[src/hw/hazard_pkg.sv]
// hazard detector shared types
package hazard_pkg;

  // architectural register address
  localparam int reg_addr_width_lp = 5;
  typedef logic [reg_addr_width_lp-1:0] reg_addr_t;

  // tracked stages after dispatch, the stage rules in hazard_check assume 4
  localparam int dep_depth_lp = 4;

  // execution pipe of a dispatched instruction
  typedef enum logic [2:0] {
    PIPE_CTL,
    PIPE_INT,
    PIPE_AUX,
    PIPE_MEM_EARLY,
    PIPE_MEM_FINAL,
    PIPE_MUL,
    PIPE_LONG
  } pipe_e;

  // instruction waiting in issue
  typedef struct packed {
    reg_addr_t rs1_addr;
    reg_addr_t rs2_addr;
    reg_addr_t rd_addr;
    logic      irs1_v;
    logic      irs2_v;
    logic      iwb_v;
    logic      fence_v;
    logic      mem_v;
    logic      csr_v;
    logic      long_v;
  } isd_status_s;

  // instruction leaving issue this cycle
  typedef struct packed {
    logic      v;
    pipe_e     pipe;
    logic      irf_w_v;
    logic      mem_v;
    logic      csr_v;
    logic      late_iwb_v;
    reg_addr_t rd_addr;
  } dispatch_pkt_s;

  // one stage of the dependency pipe
  typedef struct packed {
    logic      instr_v;
    logic      mem_v;
    logic      csr_v;
    logic      aux_iwb_v;
    logic      mul_iwb_v;
    logic      emem_iwb_v;
    logic      fmem_iwb_v;
    reg_addr_t rd_addr;
  } dep_status_s;

  // integer writeback
  typedef struct packed {
    logic      ird_w_v;
    logic      late;
    reg_addr_t rd_addr;
  } wb_pkt_s;

  // levels from the execution units and the front of the core
  typedef struct packed {
    logic mem_ready;
    logic idiv_ready;
    logic ptw_busy;
    logic cmd_full;
    logic credits_full;
    logic credits_empty;
    logic irq_pending;
  } unit_status_s;

endpackage

[src/hw/dep_pipe.sv]
// dependency status pipeline
module dep_pipe
  import hazard_pkg::*;
(
  input  logic                             clk_i,
  input  logic                             rst_n_i,
  input  dispatch_pkt_s                    dispatch_pkt_i,
  output dep_status_s [dep_depth_lp-1:0]   dep_status_o
);

  dep_status_s                   dep_status_n;
  dep_status_s [dep_depth_lp-1:0] dep_status_r;

  // writeback class comes from the pipe, only when the instruction writes the int rf
  always_comb
  begin
    dep_status_n            = '0;
    dep_status_n.instr_v    = 1'b1;
    dep_status_n.mem_v      = dispatch_pkt_i.mem_v;
    dep_status_n.csr_v      = dispatch_pkt_i.csr_v;
    dep_status_n.aux_iwb_v  = (dispatch_pkt_i.pipe == PIPE_AUX) & dispatch_pkt_i.irf_w_v;
    dep_status_n.mul_iwb_v  = (dispatch_pkt_i.pipe == PIPE_MUL) & dispatch_pkt_i.irf_w_v;
    dep_status_n.emem_iwb_v = (dispatch_pkt_i.pipe == PIPE_MEM_EARLY)
                              & dispatch_pkt_i.irf_w_v;
    dep_status_n.fmem_iwb_v = (dispatch_pkt_i.pipe == PIPE_MEM_FINAL)
                              & dispatch_pkt_i.irf_w_v;
    dep_status_n.rd_addr    = dispatch_pkt_i.rd_addr;
  end

  // bubble enters as all zero, oldest entry drops off the end
  always_ff @(posedge clk_i or negedge rst_n_i)
  begin
    if (!rst_n_i)
    begin
      dep_status_r <= '0;
    end
    else
    begin
      dep_status_r[0]                <= dispatch_pkt_i.v ? dep_status_n : '0;
      dep_status_r[dep_depth_lp-1:1] <= dep_status_r[dep_depth_lp-2:0];
    end
  end

  assign dep_status_o = dep_status_r;

  // an empty stage 0 must not carry stale class flags into the hazard rules
  idle_stage_clean_a: assert property (
    @(posedge clk_i) disable iff (!rst_n_i)
    !dep_status_r[0].instr_v |-> !(dep_status_r[0].mem_v
                                   | dep_status_r[0].csr_v
                                   | dep_status_r[0].aux_iwb_v
                                   | dep_status_r[0].mul_iwb_v
                                   | dep_status_r[0].emem_iwb_v
                                   | dep_status_r[0].fmem_iwb_v)
  );

endmodule

[src/hw/int_scoreboard.sv]
// integer late writeback scoreboard
module int_scoreboard
  import hazard_pkg::*;
#(
  parameter int num_regs_p = 32
)
(
  input  logic          clk_i,
  input  logic          rst_n_i,
  input  dispatch_pkt_s dispatch_pkt_i,
  input  wb_pkt_s       iwb_pkt_i,
  input  reg_addr_t     rs1_addr_i,
  input  reg_addr_t     rs2_addr_i,
  input  reg_addr_t     rd_addr_i,
  output logic [1:0]    rs_match_o,
  output logic          rd_match_o
);

  localparam int idx_width_lp = $clog2(num_regs_p);

  logic [num_regs_p-1:0]   pending_r;
  logic [num_regs_p-1:0]   pending_n;
  logic                    score_v;
  logic                    clear_v;
  logic [idx_width_lp-1:0] score_idx;
  logic [idx_width_lp-1:0] clear_idx;

  // x0 is never scored since it has no real writeback
  assign score_v   = dispatch_pkt_i.v & dispatch_pkt_i.late_iwb_v
                     & (dispatch_pkt_i.rd_addr != '0);
  assign clear_v   = iwb_pkt_i.ird_w_v & iwb_pkt_i.late;
  assign score_idx = dispatch_pkt_i.rd_addr[idx_width_lp-1:0];
  assign clear_idx = iwb_pkt_i.rd_addr[idx_width_lp-1:0];

  // score applied last so it wins over a same-cycle clear
  always_comb
  begin
    pending_n = pending_r;
    if (clear_v)
      pending_n[clear_idx] = 1'b0;
    if (score_v)
      pending_n[score_idx] = 1'b1;
  end

  always_ff @(posedge clk_i or negedge rst_n_i)
  begin
    if (!rst_n_i)
      pending_r <= '0;
    else
      pending_r <= pending_n;
  end

  // lookups see only registered state
  assign rs_match_o[0] = pending_r[rs1_addr_i[idx_width_lp-1:0]];
  assign rs_match_o[1] = pending_r[rs2_addr_i[idx_width_lp-1:0]];
  assign rd_match_o    = pending_r[rd_addr_i[idx_width_lp-1:0]];

  // every late writeback pairs with an earlier scored dispatch
  clear_was_pending_a: assert property (
    @(posedge clk_i) disable iff (!rst_n_i)
    clear_v |-> pending_r[clear_idx]
  );

  x0_never_pending_a: assert property (
    @(posedge clk_i) disable iff (!rst_n_i)
    !pending_r[0]
  );

endmodule

[src/hw/hazard_check.sv]
// dispatch hazard evaluation
module hazard_check
  import hazard_pkg::*;
(
  input  isd_status_s                    isd_status_i,
  input  dep_status_s [dep_depth_lp-1:0] dep_status_i,
  input  logic [1:0]                     rs_match_i,
  input  logic                           rd_match_i,
  input  unit_status_s                   unit_status_i,
  output logic                           dispatch_v_o,
  output logic                           interrupt_v_o
);

  // stages 0 to 2 are still ahead of commit for ordering purposes
  localparam int order_stages_lp = 3;

  reg_addr_t [1:0] rs_addr;
  logic [1:0]      rs_active;
  logic [1:0]      stage0_haz;
  logic [1:0]      stage1_haz;
  logic [1:0]      sb_raw_haz;
  logic            sb_waw_haz;
  logic            stage0_late;
  logic            stage1_late;
  logic            mem_in_pipe;
  logic            instr_in_pipe;
  logic            fence_haz;
  logic            csr_haz;
  logic            long_haz;
  logic            data_haz;
  logic            control_haz;
  logic            struct_haz;

  assign rs_addr[0] = isd_status_i.rs1_addr;
  assign rs_addr[1] = isd_status_i.rs2_addr;

  // x0 reads never depend on anything
  assign rs_active[0] = isd_status_i.irs1_v & (isd_status_i.rs1_addr != '0);
  assign rs_active[1] = isd_status_i.irs2_v & (isd_status_i.rs2_addr != '0);

  // results not yet forwardable out of stage 0 and stage 1
  assign stage0_late = dep_status_i[0].aux_iwb_v
                       | dep_status_i[0].mul_iwb_v
                       | dep_status_i[0].emem_iwb_v
                       | dep_status_i[0].fmem_iwb_v;
  assign stage1_late = dep_status_i[1].fmem_iwb_v | dep_status_i[1].mul_iwb_v;

  always_comb
  begin
    for (int i = 0; i < 2; i++)
    begin
      stage0_haz[i] = rs_active[i] & stage0_late
                      & (rs_addr[i] == dep_status_i[0].rd_addr);
      stage1_haz[i] = rs_active[i] & stage1_late
                      & (rs_addr[i] == dep_status_i[1].rd_addr);
      sb_raw_haz[i] = rs_active[i] & rs_match_i[i];
    end
  end

  assign sb_waw_haz = isd_status_i.iwb_v & (isd_status_i.rd_addr != '0) & rd_match_i;

  always_comb
  begin
    mem_in_pipe   = 1'b0;
    instr_in_pipe = 1'b0;
    for (int s = 0; s < order_stages_lp; s++)
    begin
      mem_in_pipe   = mem_in_pipe | dep_status_i[s].mem_v;
      instr_in_pipe = instr_in_pipe | dep_status_i[s].instr_v;
    end
  end

  // a fence waits for all memory traffic to drain
  assign fence_haz = (isd_status_i.fence_v
                      & (~unit_status_i.credits_empty | mem_in_pipe | ~unit_status_i.mem_ready))
                     | (isd_status_i.mem_v & unit_status_i.credits_full);

  // csr and long ops run alone, pessimistic but simple
  assign csr_haz  = isd_status_i.csr_v & instr_in_pipe;
  assign long_haz = isd_status_i.long_v & instr_in_pipe;

  assign data_haz = (|stage0_haz) | (|stage1_haz) | (|sb_raw_haz) | sb_waw_haz;

  assign control_haz = fence_haz | csr_haz | long_haz;

  assign struct_haz = unit_status_i.ptw_busy
                      | unit_status_i.cmd_full
                      | (isd_status_i.mem_v & ~unit_status_i.mem_ready)
                      | (isd_status_i.long_v & ~unit_status_i.idiv_ready);

  always_comb
  begin
    dispatch_v_o = ~(data_haz | control_haz | struct_haz);
    // the walker owns the pipe, nothing may issue behind it
    assert (!(unit_status_i.ptw_busy && dispatch_v_o))
      else $error("dispatch granted during page table walk");
  end

  // interrupt is held off while a walk is in flight
  assign interrupt_v_o = unit_status_i.irq_pending & ~unit_status_i.ptw_busy;

endmodule

[src/hw/hazard_detector.sv]
// dispatch hazard detector
module hazard_detector
  import hazard_pkg::*;
#(
  parameter int num_regs_p = 32
)
(
  input  logic          clk_i,
  input  logic          rst_n_i,
  input  isd_status_s   isd_status_i,
  input  dispatch_pkt_s dispatch_pkt_i,
  input  wb_pkt_s       iwb_pkt_i,
  input  unit_status_s  unit_status_i,
  output logic          dispatch_v_o,
  output logic          interrupt_v_o
);

  dep_status_s [dep_depth_lp-1:0] dep_status;
  logic [1:0]                     rs_match;
  logic                           rd_match;

  // status of in-flight instructions
  dep_pipe u_dep_pipe (
    .clk_i          (clk_i),
    .rst_n_i        (rst_n_i),
    .dispatch_pkt_i (dispatch_pkt_i),
    .dep_status_o   (dep_status)
  );

  // long latency integer results
  int_scoreboard #(
    .num_regs_p (num_regs_p)
  ) u_int_scoreboard (
    .clk_i          (clk_i),
    .rst_n_i        (rst_n_i),
    .dispatch_pkt_i (dispatch_pkt_i),
    .iwb_pkt_i      (iwb_pkt_i),
    .rs1_addr_i     (isd_status_i.rs1_addr),
    .rs2_addr_i     (isd_status_i.rs2_addr),
    .rd_addr_i      (isd_status_i.rd_addr),
    .rs_match_o     (rs_match),
    .rd_match_o     (rd_match)
  );

  hazard_check u_hazard_check (
    .isd_status_i  (isd_status_i),
    .dep_status_i  (dep_status),
    .rs_match_i    (rs_match),
    .rd_match_i    (rd_match),
    .unit_status_i (unit_status_i),
    .dispatch_v_o  (dispatch_v_o),
    .interrupt_v_o (interrupt_v_o)
  );

endmodule

[config.mk]
export PLATFORM = sky130hd
export DESIGN_NAME = hazard_detector
export DESIGN_NICKNAME = d
export VERILOG_FILES = /design/src/hw/hazard_pkg.sv /design/src/hw/dep_pipe.sv /design/src/hw/int_scoreboard.sv /design/src/hw/hazard_check.sv /design/src/hw/hazard_detector.sv
export SDC_FILE = /design/constraint.sdc
export NUM_CORES = 1
export LEC_CHECK = 0
export CAP_MARGIN = 5
export CELL_PAD_IN_SITES_DETAIL_PLACEMENT = 2
export CELL_PAD_IN_SITES_GLOBAL_PLACEMENT = 2
export CORE_UTILIZATION = 41
export DETAILED_ROUTE_END_ITERATION = 12
export DONT_BUFFER_PORTS = 1
export GPL_TIMING_DRIVEN = 0
export PLACE_DENSITY = 0.85
export SKIP_LAST_GASP = 1
export SLEW_MARGIN = 20
export SYNTH_ARGS = -nofsm -noshare
export SYNTH_HDL_FRONTEND = slang
export SYNTH_SLANG_ARGS = --single-unit
export TNS_END_PERCENT = 1
[constraint.sdc]
create_clock -name clk_i -period 2.6 [get_ports clk_i]
set_clock_uncertainty 0.1 [all_clocks]
set_input_delay 0.52 -clock clk_i [delete_from_list [all_inputs] [get_ports clk_i]]
set_output_delay 0.52 -clock clk_i [all_outputs]
set_load 0.05 [all_outputs]
# --- Word level (Yosys, flattened, before mapping) ---
# Cells that the tools add are included.
# W data, S select, Z words.
word_totals:
  output_inout_bits: 2
  wordCells: 109
  in_bits: 51
  ff_bits: 54
op_classes:
  bitwise: 57
  mux: 13
  magnitude_cmp: 7
  n_eq_ne: 8
  reduce_logical: 9
ops:
  columns: ["cell", "n"]
  rows:
  - ["$mux W32", 2]
  - ["$and A32 B32 Y32", 1]
  - ["$not A32 Y32", 1]
  - ["$or A32 B32 Y32", 1]
  - ["$lt A5 B6 Y1 const B", 5]
  - ["$and A1 B1 Y1", 28]
  - ["$or A1 B1 Y1", 21]
  - ["$eq A5 B5 Y1", 4]
  - ["$reduce_bool A5 Y1", 4]
  - ["$bmux W1 S5", 3]
  - ["$mux W12", 1]
  - ["$demux W1 S5", 2]
  - ["$ge A5 B1 Y1 const B", 2]
  - ["$eq A3 B2 Y1 const B", 2]
  - ["$eq A3 B3 Y1 const B", 2]
  - ["$reduce_or A2 Y1", 3]
  - ["$mux W1", 5]
  - ["$not A1 Y1", 5]
  - ["$logic_and A1 B1 Y1", 2]

# --- Logic depth before layout (Yosys ltp) ---
# Gate-level depths: netlist (run 1).
logic_depth:
  word_depth: 12
  mapped_depth: 7
  depth_no_buf: 6

# --- Cells and area by module ---
# Synthesis (run 1) repeated with hierarchy kept, for this count alone.
hier_totals:
  cells_unflattened: 365
  hier_area_um2: 3930.0
by_module_without_submodules:
  columns: ["module", "cells_per_inst", "instances", "area_per_inst_um2", "seq_area_each_um2"]
  rows:
  - ["int_scoreboard", 253, 1, 2273.4, 800.8]
  - ["dep_pipe", 63, 1, 1293.7, 1201.2]
  - ["hazard_check", 49, 1, 362.8, 0.0]

# --- Worst setup path after synthesis (run 1) ---
# Ideal clock, no wire load.
synth_path:
  path_type: "input to output"
  from: "in isd_status_i[17] in the netlist's numbering"
  to: "out dispatch_v_o"
  path_buffers: 1
  t_arrival_ns: 2.587
  stages: 6
  setup_slack_ns: -0.607
  required_ns: 1.980
  cell_sequence: "buf_4 > mux4_2 > mux2_2 > nand4_1 > o311ai_1 > nor4_2"
synth_between:
  elab_chain_len: 11
  elab_cells_between_ends: 20
  cone_classes: "2 x eq/ne; 2 x mux; 12 x bitwise; 4 x reduce/logical"
synth_lines:
  columns: ["item", "line", "source"]
  rows:
  - ["start: declaration", "hazard_detector.sv:10", "input isd_status_s isd_status_i,"]
  - ["branches (longest 6 deep; another with $bmux W1 S5)", null, null]
  - ["$or A1 B1 Y1 * (2 in series)", "hazard_check.sv:82", "assign data_haz = (|stage0_haz) | (|stage1_haz) | (|sb_raw_haz) | sb_waw_haz;"]
  - ["$or A1 B1 Y1 * (2 in series)", "hazard_check.sv:93", "dispatch_v_o = ~(data_haz | control_haz | struct_haz);"]
  - ["$not A1 Y1 *", "hazard_check.sv:93", null]
  - ["end: declaration", "hazard_detector.sv:14", "output logic dispatch_v_o,"]
# Mark *: on every way between the ends. The select of a mux whose other input is x is not followed.

# --- Final worst setup path (run 1) ---
layout_path:
  from: "reg u_int_scoreboard.pending_r[20]"
  to: "out dispatch_v_o"
layout_between:
  elab_chain_len: 9
  elab_cells_between_ends: 15
  cone_classes: "6 x mux; 8 x bitwise; 1 x reduce/logical"
layout_lines:
  columns: ["item", "line", "source"]
  rows:
  - ["start: declaration", "int_scoreboard.sv:21", "logic [num_regs_p-1:0] pending_r;"]
  - ["start signal: assignment", "int_scoreboard.sv:50", "pending_r <= pending_n;"]
  - ["$bmux W1 S5, on equally long branches", "int_scoreboard.sv:54, int_scoreboard.sv:55", null]
  - ["$mux W1, on equally long branches", "int_scoreboard.sv:54, int_scoreboard.sv:55", null]
  - ["$and A1 B1 Y1", "hazard_check.sv:56", "sb_raw_haz[i] = rs_active[i] & rs_match_i[i];"]
  - ["$reduce_or A2 Y1", "hazard_check.sv:82", null]
  - ["$or A1 B1 Y1", "hazard_check.sv:82", null]
  - ["$or A1 B1 Y1 *", "hazard_check.sv:82", null]
  - ["$or A1 B1 Y1 * (2 in series)", "hazard_check.sv:93", null]
  - ["$not A1 Y1 *", "hazard_check.sv:93", null]
# Every way passes the cells marked *; elsewhere a longest branch is shown, timed or not. The select of a mux whose other input is x is not followed.

==> results by group, run 1 <==
Route
  • Routed wire length: 11.00 mm
  • Avg WL per Cell: 27.09 um
  • Antenna Violating Nets Remaining: 0
  • TritonRoute pass-1 iters: 4
  • Via count: 2694
  • DRT iter0 DRCs: 157
  • Via density: 6.635
  • DRC viols: 0

Clocking
  • H-tree Lvls: 2
  • Clock Latency Late Sink: 320 ps
  • CTS tree: done
  • TritonCTS Buffers: 5
  • Max clock buf depth: 2
  • Clock root buffer: clkbuf_8
  • CTS sink cnt: 54
  • Clk slew on worst S/H paths: 110 ps

Layout
  • Layout Nets: 357
  • Layout area overhead: 10.85%
  • Antenna cells: 0
  • Fin util: 0.4798
  • Multi-input logic area: 0.001758 mm^2
  • Reg area: 0.001353 mm^2
  • # fillers: 761
  • Layout cells sized above 1: 0.1987

Timing
  • Slew headroom: 0.3756
  • Final Slew Violations: 0
  • Final setup margin: -564.3 ps
  • RSZ-0062 raised after global routing: yes
  • Count of final setup violators: 1
  • Hold Violations, Final: 0
  • Final Critical Period: 3164 ps
  • Tcrit/Tclk final: 1.217
  • Worst-margin pin slew: 934.6 ps
  • FMAX: 0.3160 GHz

Pwr
  • Flop pwr share: 0.498
  • LEAKAGE: 1.388 nW
  • Switching share of power: 0.3128
  • Sw Pwr: 0.6857 mW
  • Comb power frac: 0.236
  • Max rail drop VDD: 0.0002661 V
  • Power Density: 616.6 mW/mm^2
  • Clock share of power: 0.266
  • Internal power: 1.506 mW

Worst hold path
  • Min-Delay Path Depth: 0
  • Min-delay src: dispatch_pkt_i[12]
  • WHS Endpoint: u_dep_pipe.dep_status_o[11]$_DFF_PN0_
  • HP Class: input port to flip-flop

Synth
  • Multiplexer area fraction after synthesis: 0.1892
  • Post-synth cell types: 49
  • Register area share after synthesis: 0.4214
  • XOR/XNOR Fraction of Synth Area: 0.05462
  • Largest family of logic cells by synthesized area: multiplexers
  • Compound-cell area share of the yosys netlist: 0.1487
  • Synth warn: 0
  • Post-synth ARST share: 1.000
  • Syn Inst Count: 291
  • Synth Register Bits: 54
  • Synthesized area: 0.003207 mm^2
  • Synth Area in Simple Gates: 0.1498
  • Post-synth top flop: dfrtp_1
  • Synthesized Nets: 342
  • EDFF count, synth: 0
  • Post-Synth Adder-Cell Area: 0
  • Syn_area_per_cell: 11.02 um^2

Worst setup path
  • Worst path max stage delay: 700 ps
  • Crit path buf inv count: 0
  • End of the worst register-to-register path: u_int_scoreboard.pending_r[15]$_DFF_PN0_
  • Cell family with most CP delay: simple AND/OR/NAND/NOR gates
  • Launch point of the worst reg-to-reg path: u_int_scoreboard.pending_r[15]$_DFF_PN0_
  • CP Class: flip-flop to output pin
  • R2R Setup Slk: 1510 ps
  • Reg2Reg Depth: 3
  • Worst EP arrival: 2540 ps
  • Startpoint Class: flip-flop
  • CP cell instances: mux4_2 -> mux2i_1 -> o2111ai_1 -> o31ai_1 -> a21oi_1 -> nor4_4
  • Req. time, crit path: 1980 ps
  • Worst Path Max Fanout: 4
  • Slowest CP cell: nor4_4
  • Setup crit end kind: output pin

Die
  • Die Span Y: 90.44 um
  • Die W: 90.44 um
  • Core area: 0.007408 mm^2
  • Number of placement rows: 31
  • Top Ports: 53
  • Die ar.: 0.008179 mm^2
  • Initial Utilization: 0.4329

Place
  • Pre-CTS setup slack: -462.9 ps
  • Gp weighted congestion: 0.7772
  • Dpl hpwl: 8.037 mm
  • Port Buffer Count: 0

Status
  • Violated checks: negative setup slack
  • Status: finished, violations left

Job
  • Max-cap check violation count: 0

GRT
  • Number of global-route vias before repair: 2996
  • Initial antenna violation count: 0
  • Grt ovf: 0
  • Global-route wire length before repair: 17.36 mm
  • Tot GR Track Use: 0.2832
  • Largest net degree at the start of global routing: 55
-- area by class of cell --
| class | count | area share |
|---|---|---|
| flip-flops and latches | 54 | 0.3805 |
| multi-input cells | 221 | 0.4945 |
| plain buffers | 14 | 0.03309 |
| inverters | 2 | 0.002112 |
| clock buffers | 5 | 0.01936 |
| well taps | 99 | 0.03485 |
| repair buffers | 8 | 0.02323 |
| clock inverters | 3 | 0.01232 |
-- power by group through the flow --
stage / registers, mW / clock network [mW] / logic [mW]
finish: 1.09 / 0.583 / 0.518
global route: 1.10 / 0.620 / 0.558
CTS: 1.08 / 0.593 / 0.512
detailed placement: 1.10 / 0 / 0.442
global placement: 1.07 / 0 / 0.413
floorplan: 1.03 / 0 / 0.353
-- worst max path at each step --
stage	to	startpoint	slack, ps	depth (start not counted)
3_5_place_dp	dispatch_v_o	isd_status_i[12]	-460	7
3_3_place_gp	dispatch_v_o	isd_status_i[12]	-470	7
4_1_cts	dispatch_v_o	u_int_scoreboard.pending_r[13]$_DFF_PN0_	-560	6
6_report	dispatch_v_o	u_int_scoreboard.pending_r[20]$_DFF_PN0_	-560	6
2_1_floorplan	dispatch_v_o	isd_status_i[12]	-330	7
5_1_grt	dispatch_v_o	u_int_scoreboard.pending_r[7]$_DFF_PN0_	-670	6
-- stage by stage --
step / instances / area, um^2 / total power [mW] / setup TNS [ps] / hold slack [ps]
finish: 406 / 3555 / 2.192 / -564.3 / 116.0
global route: 406 / 3555 / 2.276 / -667.0 / 98.09
CTS: 406 / 3555 / 2.186 / -563.5 / 107.3
detailed placement: 390 / 3348 / 1.545 / -462.9 / 125.9
global placement: 390 / 3348 / 1.488 / -466.8 / 126.9
floorplan: 291 / 3224 / 1.378 / -331.9 / 124.4
-- layout by cell type, fill, tap and decap left out, types with 3 or more instances in the layout --
master,n
mux2i_1,4
clkbuf_1,5
nand2_1,14
nand3b_1,9
a21oi_1,7
nor3b_1,3
mux4_2,16
mux2_2,9
or3_1,3
and2_1,6
or4_1,3
o21ai_0,63
xnor2_1,10
dfrtp_1,53
nor3_1,8
clkbuf_8,5
nand3_1,7
mux4_1,3
or3b_2,4
nor2_1,10
buf_4,8
nand4_1,5
buf_6,3
xor2_1,10
-- kinds of logic (layout without fill, tap and decap cells) --
logic type                count (synthesis)  count (layout)
AOI/OAI and AO/OA                        85              85
and+or+nand+nor                          82              82
DFF                                      54              54
muxes                                    34              34
xor gates and xnor gates                 20              20
buffers and inverters                    16              32
-- registers in the layout, summed over array words and instances (netlist names) --
name	count
u_int_scoreboard.pending_r	32
u_dep_pipe.dep_status_o	22
-- routing by layer --
metal | wire length [um] | GRT usage
met4 | 235 | 0.1022
met3 | 583 | 0.04966
met5 | 0 | 0
met2 | 5357 | 0.4637
met1 | 4820 | 0.3780
-- synthesized netlist by cell type (2+ instances only) --
cell type / number / area (um^2)
xor2_1: 10 / 87.58
nand4_1: 5 / 31.28
nor3b_1: 3 / 22.52
or3_1: 3 / 18.77
nor2_1: 10 / 37.54
o21ai_0: 63 / 315.3
or4_1: 3 / 22.52
nand2_1: 14 / 52.55
mux4_1: 3 / 78.83
a21oi_1: 8 / 40.04
nand3_1: 7 / 35.03
mux2_2: 9 / 101.4
mux2i_1: 4 / 40.04
a222oi_1: 2 / 20.02
inv_1: 2 / 7.510
mux4_2: 16 / 360.4
or3b_2: 4 / 35.03
buf_6: 4 / 45.04
nor3_1: 8 / 40.04
xnor2_1: 10 / 87.58
nand3b_1: 9 / 67.56
and2_1: 6 / 37.54
buf_4: 2 / 15.01
buf_2: 2 / 10.01
nor4_1: 2 / 12.51
clkbuf_1: 5 / 18.77
dfrtp_1: 54 / 1351
nand2b_1: 2 / 12.51
-- timing repair --
item | CTS | global route
buffers inserted | 6 | 0
resized for setup | 3 | 0
endpoints found under the hold margin | 54 | 0
setup endpoints to repair | 1 | 1
pin swaps | 5 | 0
gates cloned | 0 | 0
hold buffers | 2 | 0
No activity file was read; power rests on OpenSTA's default activity.
==> run 2, diff against run 1 <==
--- a/config.mk
+++ b/config.mk
@@ -8,11 +8,13 @@
 export CAP_MARGIN = 5
 export CELL_PAD_IN_SITES_DETAIL_PLACEMENT = 2
 export CELL_PAD_IN_SITES_GLOBAL_PLACEMENT = 2
-export CORE_UTILIZATION = 41
+export CORE_UTILIZATION = 43
+export CTS_BUF_LIST = sky130_fd_sc_hd__clkbuf_4 sky130_fd_sc_hd__clkbuf_8
 export DETAILED_ROUTE_END_ITERATION = 12
 export DONT_BUFFER_PORTS = 1
 export GPL_TIMING_DRIVEN = 0
-export PLACE_DENSITY = 0.85
+export HOLD_SLACK_MARGIN = 0.15
+export PLACE_DENSITY = 0.88
 export SKIP_LAST_GASP = 1
 export SLEW_MARGIN = 20
 export SYNTH_ARGS = -nofsm -noshare
==> run 2 against run 1 <==
Against the previous run: the run still ends with negative setup slack left; clock-buffer cell count up 1; combinational power down 4.4%; worst hold slack better by 63 ps; register-to-register slack worse by 70 ps; power down 4.0%; critical path type unchanged; first-iteration DRC count down 5.7%; cell count down 1.2%.
==> results by group, run 2 (same netlist as run 1, synthesis figures left out) <==
Pwr
  • Max rail drop VDD: 0.0003429 V (+29%)
  • Internal power: 1.420 mW (-5.8%)
  • Clock share of power: 0.243 (-0.023)
  • Switching share of power: 0.3255 (+0.01269)
  • Sw Pwr: 0.6852 mW (about the same)
  • Comb power frac: 0.235 (about the same)
  • Power Density: 599.3 mW/mm^2 (-2.8%)
  • Flop pwr share: 0.521 (+0.023)
  • LEAKAGE: 1.347 nW (-2.9%)

Route
  • Avg WL per Cell: 26.84 um (-0.92%)
  • Via density: 6.479 (-2.4%)
  • Via count: 2598 (-3.6%)
  • DRT iter0 DRCs: 148 (-5.7%)
  • DRC viols: 0 (unchanged)
  • Routed wire length: 10.76 mm (-2.1%)
  • Antenna Violating Nets Remaining: 0 (unchanged)
  • TritonRoute pass-1 iters: 4 (unchanged)

GRT
  • Largest net degree at the start of global routing: 55 (unchanged)
  • Number of global-route vias before repair: 2822 (-5.8%)
  • Grt ovf: 0 (unchanged)
  • Global-route wire length before repair: 16.69 mm (-3.9%)
  • Tot GR Track Use: 0.2998 (+0.01661)
  • Initial antenna violation count: 0 (unchanged)

Worst setup path
  • Worst Path Max Fanout: 4 (unchanged)
  • Launch point of the worst reg-to-reg path: u_int_scoreboard.pending_r[2]$_DFF_PN0_
  • CP Class: flip-flop to output pin
  • Startpoint Class: flip-flop
  • Worst EP arrival: 2560 ps (+20 ps)
  • Reg2Reg Depth: 2 (-1)
  • CP cell instances: mux4_2 -> mux2i_2 -> a21oi_1 -> o31ai_1 -> a21oi_2 -> nor4_4
  • Setup crit end kind: output pin
  • End of the worst register-to-register path: u_int_scoreboard.pending_r[2]$_DFF_PN0_
  • R2R Setup Slk: 1440 ps (-70 ps)
  • Slowest CP cell: nor4_4
  • Cell family with most CP delay: multiplexers
  • Crit path buf inv count: 0 (unchanged)
  • Req. time, crit path: 1980 ps (about the same)
  • Worst path max stage delay: 620 ps (-80 ps)

Timing
  • Final Critical Period: 3182 ps (+17.82 ps)
  • Final Slew Violations: 0 (unchanged)
  • Count of final setup violators: 1 (unchanged)
  • RSZ-0062 raised after global routing: yes
  • Final setup margin: -582.2 ps (-17.82 ps)
  • Slew headroom: 0.3779 (+0.002220)
  • Worst-margin pin slew: 931.3 ps (-3.323 ps)
  • Hold Violations, Final: 0 (unchanged)
  • FMAX: 0.3143 GHz (-0.56%)
  • Tcrit/Tclk final: 1.224 (+0.006855)

Layout
  • Layout cells sized above 1: 0.1854 (-0.01327)
  • Antenna cells: 0 (unchanged)
  • Fin util: 0.4868 (+0.007001)
  • Max FFs per register: 32 (unchanged)
  • Reg with most FFs: u_int_scoreboard.pending_r
  • # fillers: 750 (-1.4%)
  • Layout area overhead: 9.520%
  • Layout Nets: 352 (-1.4%)
  • Most common cell after layout, fill and taps aside: o21ai_0
  • Most frequent cells in the layout: o21ai_0, dfrtp_1, mux4_2
  • Multi-input logic area: 0.001765 mm^2 (+0.43%)
  • Final Instance Area: 0.003512 mm^2 (-1.2%)
  • Reg area: 0.001351 mm^2 (about the same)

Status
  • Status: finished, violations left
  • Violated checks: negative setup slack

Clocking
  • Clock root buffer: clkbuf_8
  • Setup bufs post-CTS: 0 (-6)
  • Max clock buf depth: 2 (unchanged)
  • Clk slew on worst S/H paths: 110 ps (about the same)
  • H-tree Lvls: 2 (unchanged)
  • CTS tree: done
  • TritonCTS Buffers: 5 (unchanged)
  • Clock Latency Late Sink: 300 ps (-20 ps)
  • CTS sink cnt: 54 (unchanged)

Die
  • Die W: 88.36 um (-2.3%)
  • Top Ports: 53 (unchanged)
  • Number of placement rows: 31 (unchanged)
  • Die ar.: 0.007807 mm^2 (-4.5%)
  • Initial Utilization: 0.4445 (+0.01164)
  • Die Span Y: 88.36 um (-2.3%)
  • Core area: 0.007214 mm^2 (-2.6%)

Place
  • Port Buffer Count: 0 (unchanged)
  • Gp weighted congestion: 0.8491 (+9.3%)
  • Dpl hpwl: 7.745 mm (-3.6%)
  • DP Area: 0.003348 mm^2 (unchanged)

Worst hold path
  • Min-delay src: dispatch_pkt_i[9]
  • WHS Endpoint: u_dep_pipe.dep_status_o[8]$_DFF_PN0_
  • Min-Delay Path Depth: 1 (+1)
  • HP Class: input port to flip-flop

Job
  • Max-cap check violation count: 0 (unchanged)
-- run 2: per-stage QoR --
| step | total power [mW] | setup WS [ps] | cells | hold slack (ps) | TNS, ps |
|---|---|---|---|---|---|
| 2_1_floorplan | 1.378 | -331.9 | 291 | 124.4 | -331.9 |
| 3_5_place_dp | 1.546 | -541.6 | 390 | 126.0 | -541.6 |
| 6_report | 2.105 | -582.2 | 401 | 179.4 | -582.2 |
| 3_3_place_gp | 1.492 | -533.4 | 390 | 126.2 | -533.4 |
| 5_1_grt | 2.190 | -672.5 | 401 | 167.6 | -672.5 |
| 4_1_cts | 2.094 | -575.8 | 401 | 168.0 | -575.8 |
-- run 2: repair_timing --
action,in CTS,in global routing
pin swaps,4,2
resized for setup,2,2
hold buffers,3,0
endpoints found under the setup margin,1,1
endpoints found under the hold margin,55,0
cloned,0,0
-- run 2: power groups by stage --
stage	Combinational, mW	Sequential (mW)	Clock [mW]
floorplan	0.353	1.03	0
detailed placement	0.448	1.10	0
global route	0.537	1.11	0.545
finish	0.495	1.10	0.512
CTS	0.487	1.08	0.522
global placement	0.417	1.07	0
-- run 2: final cells by class --
type / instances / area share
well taps: 99 / 0.03527
plain buffers: 14 / 0.03349
flip-flops and latches: 54 / 0.3848
inverters: 2 / 0.002138
clock inverters: 2 / 0.004631
repair buffers: 3 / 0.01354
clock buffers: 6 / 0.02351
multi-input cells: 221 / 0.5027
-- run 2: per-layer routing --
layer / up-vias / wire [um] / share of wire / global-route usage
met2: 84 / 5309 / 0.49 / 0.4965
met3: 20 / 596 / 0.055 / 0.04757
met1: 1365 / 4582 / 0.43 / 0.4024
li1: 1129 / - / - / -
met5: - / 0 / 0 / 0
met4: 0 / 274 / 0.025 / 0.1041
-- run 2: worst max path at each step --
stage	end	slack [ps]	cells after the start	from
5_1_grt	dispatch_v_o	-670	6	u_int_scoreboard.pending_r[15]$_DFF_PN0_
6_report	dispatch_v_o	-580	6	u_int_scoreboard.pending_r[12]$_DFF_PN0_
3_5_place_dp	dispatch_v_o	-540	7	isd_status_i[14]
4_1_cts	dispatch_v_o	-580	6	u_int_scoreboard.pending_r[18]$_DFF_PN0_
2_1_floorplan	dispatch_v_o	-330	7	isd_status_i[12]
3_3_place_gp	dispatch_v_o	-530	7	isd_status_i[12]
==> run 3, diff against run 2 <==
--- a/config.mk
+++ b/config.mk
@@ -8,6 +8,7 @@
 export CAP_MARGIN = 5
 export CELL_PAD_IN_SITES_DETAIL_PLACEMENT = 2
 export CELL_PAD_IN_SITES_GLOBAL_PLACEMENT = 2
+export CORE_MARGIN = 2
 export CORE_UTILIZATION = 43
 export CTS_BUF_LIST = sky130_fd_sc_hd__clkbuf_4 sky130_fd_sc_hd__clkbuf_8
 export DETAILED_ROUTE_END_ITERATION = 12
@@ -15,6 +16,8 @@
 export GPL_TIMING_DRIVEN = 0
 export HOLD_SLACK_MARGIN = 0.15
 export PLACE_DENSITY = 0.88
+export RECOVER_POWER = 100
+export SETUP_SLACK_MARGIN = 0.4
 export SKIP_LAST_GASP = 1
 export SLEW_MARGIN = 20
 export SYNTH_ARGS = -nofsm -noshare
==> run 3 against run 2 <==
Against the previous run: cell count increased by 0.50%; critical path type unchanged; first-iteration DRC count rose by 27%; worst setup slack improved by 3.0 ps; clock-buffer cell count unchanged; power is essentially flat; critical path depth unchanged; the flow still finishes with violations (negative setup slack); clock power barely moved; flip-flop and latch count unchanged; design area is 0.29% lower.
==> results by group, run 3 (same netlist as run 1, synthesis figures left out) <==
Status
  • Status: finished, violations left
  • Violated checks: negative setup slack

Layout
  • Most common cell after layout, fill and taps aside: o21ai_0
  • Antenna cells: 0 (unchanged)
  • Final std cells w/o fill: 403 (+0.50%)
  • Reg with most FFs: u_int_scoreboard.pending_r
  • # fillers: 760 (+1.3%)
  • Layout area overhead: 9.208%
  • Most frequent cells in the layout: o21ai_0, dfrtp_1, mux4_2
  • Layout cells sized above 1: 0.1842 (-0.001220)
  • Max FFs per register: 32 (unchanged)
  • Layout Nets: 354 (+0.57%)

Die
  • Core area: 0.007253 mm^2 (+0.54%)
  • Die Span Y: 90.36 um (+2.3%)
  • Initial Utilization: 0.4421 (-0.002377)
  • Die ar.: 0.008165 mm^2 (+4.6%)
  • Top Ports: 53 (unchanged)
  • Die W: 90.36 um (+2.3%)
  • Number of placement rows: 31 (unchanged)

GRT
  • Largest net degree at the start of global routing: 55 (unchanged)
  • Grt ovf: 0 (unchanged)
  • Number of global-route vias before repair: 3026 (+7.2%)
  • Global-route wire length before repair: 17.94 mm (+7.5%)
  • Initial antenna violation count: 0 (unchanged)
  • Tot GR Track Use: 0.2908 (-0.009067)

Worst setup path
  • Worst EP arrival: 2560 ps (about the same)
  • CP startpoint: u_int_scoreboard.pending_r[12]$_DFF_PN0_
  • Worst setup path end: dispatch_v_o
  • Reg2Reg Depth: 3 (+1)
  • Worst Path Max Fanout: 4 (unchanged)
  • End of the worst register-to-register path: u_int_scoreboard.pending_r[15]$_DFF_PN0_
  • Req. time, crit path: 1980 ps (about the same)
  • Setup crit end kind: output pin
  • Startpoint Class: flip-flop
  • R2R Setup Slk: 1560 ps (+120 ps)
  • Launch point of the worst reg-to-reg path: u_int_scoreboard.pending_r[15]$_DFF_PN0_
  • CP Class: flip-flop to output pin

Route
  • Via density: 6.506 (+0.42%)
  • Via count: 2622 (+0.92%)
  • DRT iter0 DRCs: 188 (+27%)
  • Avg WL per Cell: 27.96 um (+4.2%)
  • TritonRoute pass-1 iters: 4 (unchanged)
  • Antenna Violating Nets Remaining: 0 (unchanged)
  • DRC viols: 0 (unchanged)
  • Routed wire length: 11.27 mm (+4.7%)

Clocking
  • Clock root buffer: clkbuf_8
  • CTS tree: done
  • Clk slew on worst S/H paths: 100 ps (about the same)
  • H-tree Lvls: 2 (unchanged)
  • Max clock buf depth: 2 (unchanged)
  • CTS sink cnt: 54 (unchanged)
  • TritonCTS Buffers: 5 (unchanged)
  • Clock Latency Late Sink: 320 ps (+20 ps)

Place
  • Port Buffer Count: 0 (unchanged)
  • Placed cell count: 390 (unchanged)
  • Gp weighted congestion: 0.8509 (+0.21%)
  • Dpl hpwl: 8.133 mm (+5.0%)

Timing
  • RSZ-0062 raised after global routing: yes
  • Tcrit/Tclk final: 1.223 (about the same)
  • Final Slew Violations: 0 (unchanged)
  • Slew headroom: 0.07869 (-0.2992)
  • Count of final setup violators: 1 (unchanged)
  • Final Critical Period: 3179 ps (-2.992 ps)
  • Final setup margin: -579.2 ps (+2.992 ps)
  • FMAX: 0.3145 GHz (about the same)
  • Worst-margin pin slew: 1382 ps (+450.7 ps)
  • Hold Violations, Final: 0 (unchanged)

Job
  • Max-cap check violation count: 0 (unchanged)

Worst hold path
  • Min-Delay Path Depth: 1 (unchanged)
  • HP Class: input port to flip-flop

Pwr
  • Power Density: 600.4 mW/mm^2 (+0.19%)
  • Max rail drop VDD: 0.0004594 V (+34%)
  • Design Power: 2.103 mW (about the same)
  • LEAKAGE: 1.347 nW (about the same)
[run 3: cell types whose count changed in the layout (fill, tap and decap cells not counted), sizes merged]
cell and change:
inv -1, clkbuf +1, buf +1, clkinv +1
[run 3: power breakdown]
| part | internal [mW] | switching [mW] |
|---|---|---|
| clock | 0.215 | 0.297 |
| sequential | 0.947 | 0.142 |
| combinational | 0.256 | 0.245 |
| total | 1.42 | 0.684 |
[run 3: worst max-delay path, stage by stage (launching register included)]
cell and delay (ps):
dfrtp_1 440, mux4_2 510, mux2i_4 180, a21oi_1 90, o31ai_1 250, a21oi_1 140
nor4_4 640
[run 3: timing repair]
item	CTS	global route
endpoints found under the setup margin	1	1
gates resized for setup	1	2
setup buffers	0	2
hold buffers	3	0
pin swaps	2	3
endpoints found under the hold margin	55	0
[run 3: stage by stage]
stage / hold slack [ps] / setup TNS [ps] / setup WS, ps / area [um^2] / utilization
after floorplan: 124.4 / -331.9 / -331.9 / 3224 / -
after global placement: 126.9 / -535.3 / -535.3 / 3348 / 0.4616
after detailed placement: 125.6 / -598.1 / -598.1 / 3348 / 0.4616
after CTS: 161.2 / -631.2 / -631.2 / 3497 / 0.4821
after global routing: 151.7 / -681.2 / -681.2 / 3502 / 0.4828
final: 163.6 / -579.2 / -579.2 / 3502 / 0.4828
[run 3: final cells by class]
cell class,count,area (um^2),share of cell area
multi-input combinational,221,1767,0.5045
sequential,54,1351,0.3859
tap,99,123.9,0.03537
buffer,14,117.6,0.03358
clock buffer,6,82.58,0.02358
timing repair buffer,5,40.04,0.01143
clock inverter,2,12.51,0.003573
inverter,2,7.507,0.002144
[run 3: metal layers]
| metal | wire [um] | share of wire | GRT usage |
|---|---|---|---|
| met4 | 246 | 0.022 | 0.09744 |
| met3 | 550 | 0.049 | 0.04591 |
| met5 | 0 | 0 | 0 |
| met1 | 4766 | 0.42 | 0.3824 |
| met2 | 5705 | 0.51 | 0.4925 |
[run 3: how the worst min path moves through the flow]
stage,startpoint,to,slack [ps]
after floorplan,rst_n_i,u_dep_pipe.dep_status_o[0]$_DFF_PN0_,120
after detailed placement,rst_n_i,u_dep_pipe.dep_status_o[6]$_DFF_PN0_,130
after global placement,rst_n_i,u_dep_pipe.dep_status_o[5]$_DFF_PN0_,130
after global routing,dispatch_pkt_i[9],u_dep_pipe.dep_status_o[8]$_DFF_PN0_,150
final,dispatch_pkt_i[9],u_dep_pipe.dep_status_o[8]$_DFF_PN0_,160
after CTS,dispatch_pkt_i[9],u_dep_pipe.dep_status_o[8]$_DFF_PN0_,160
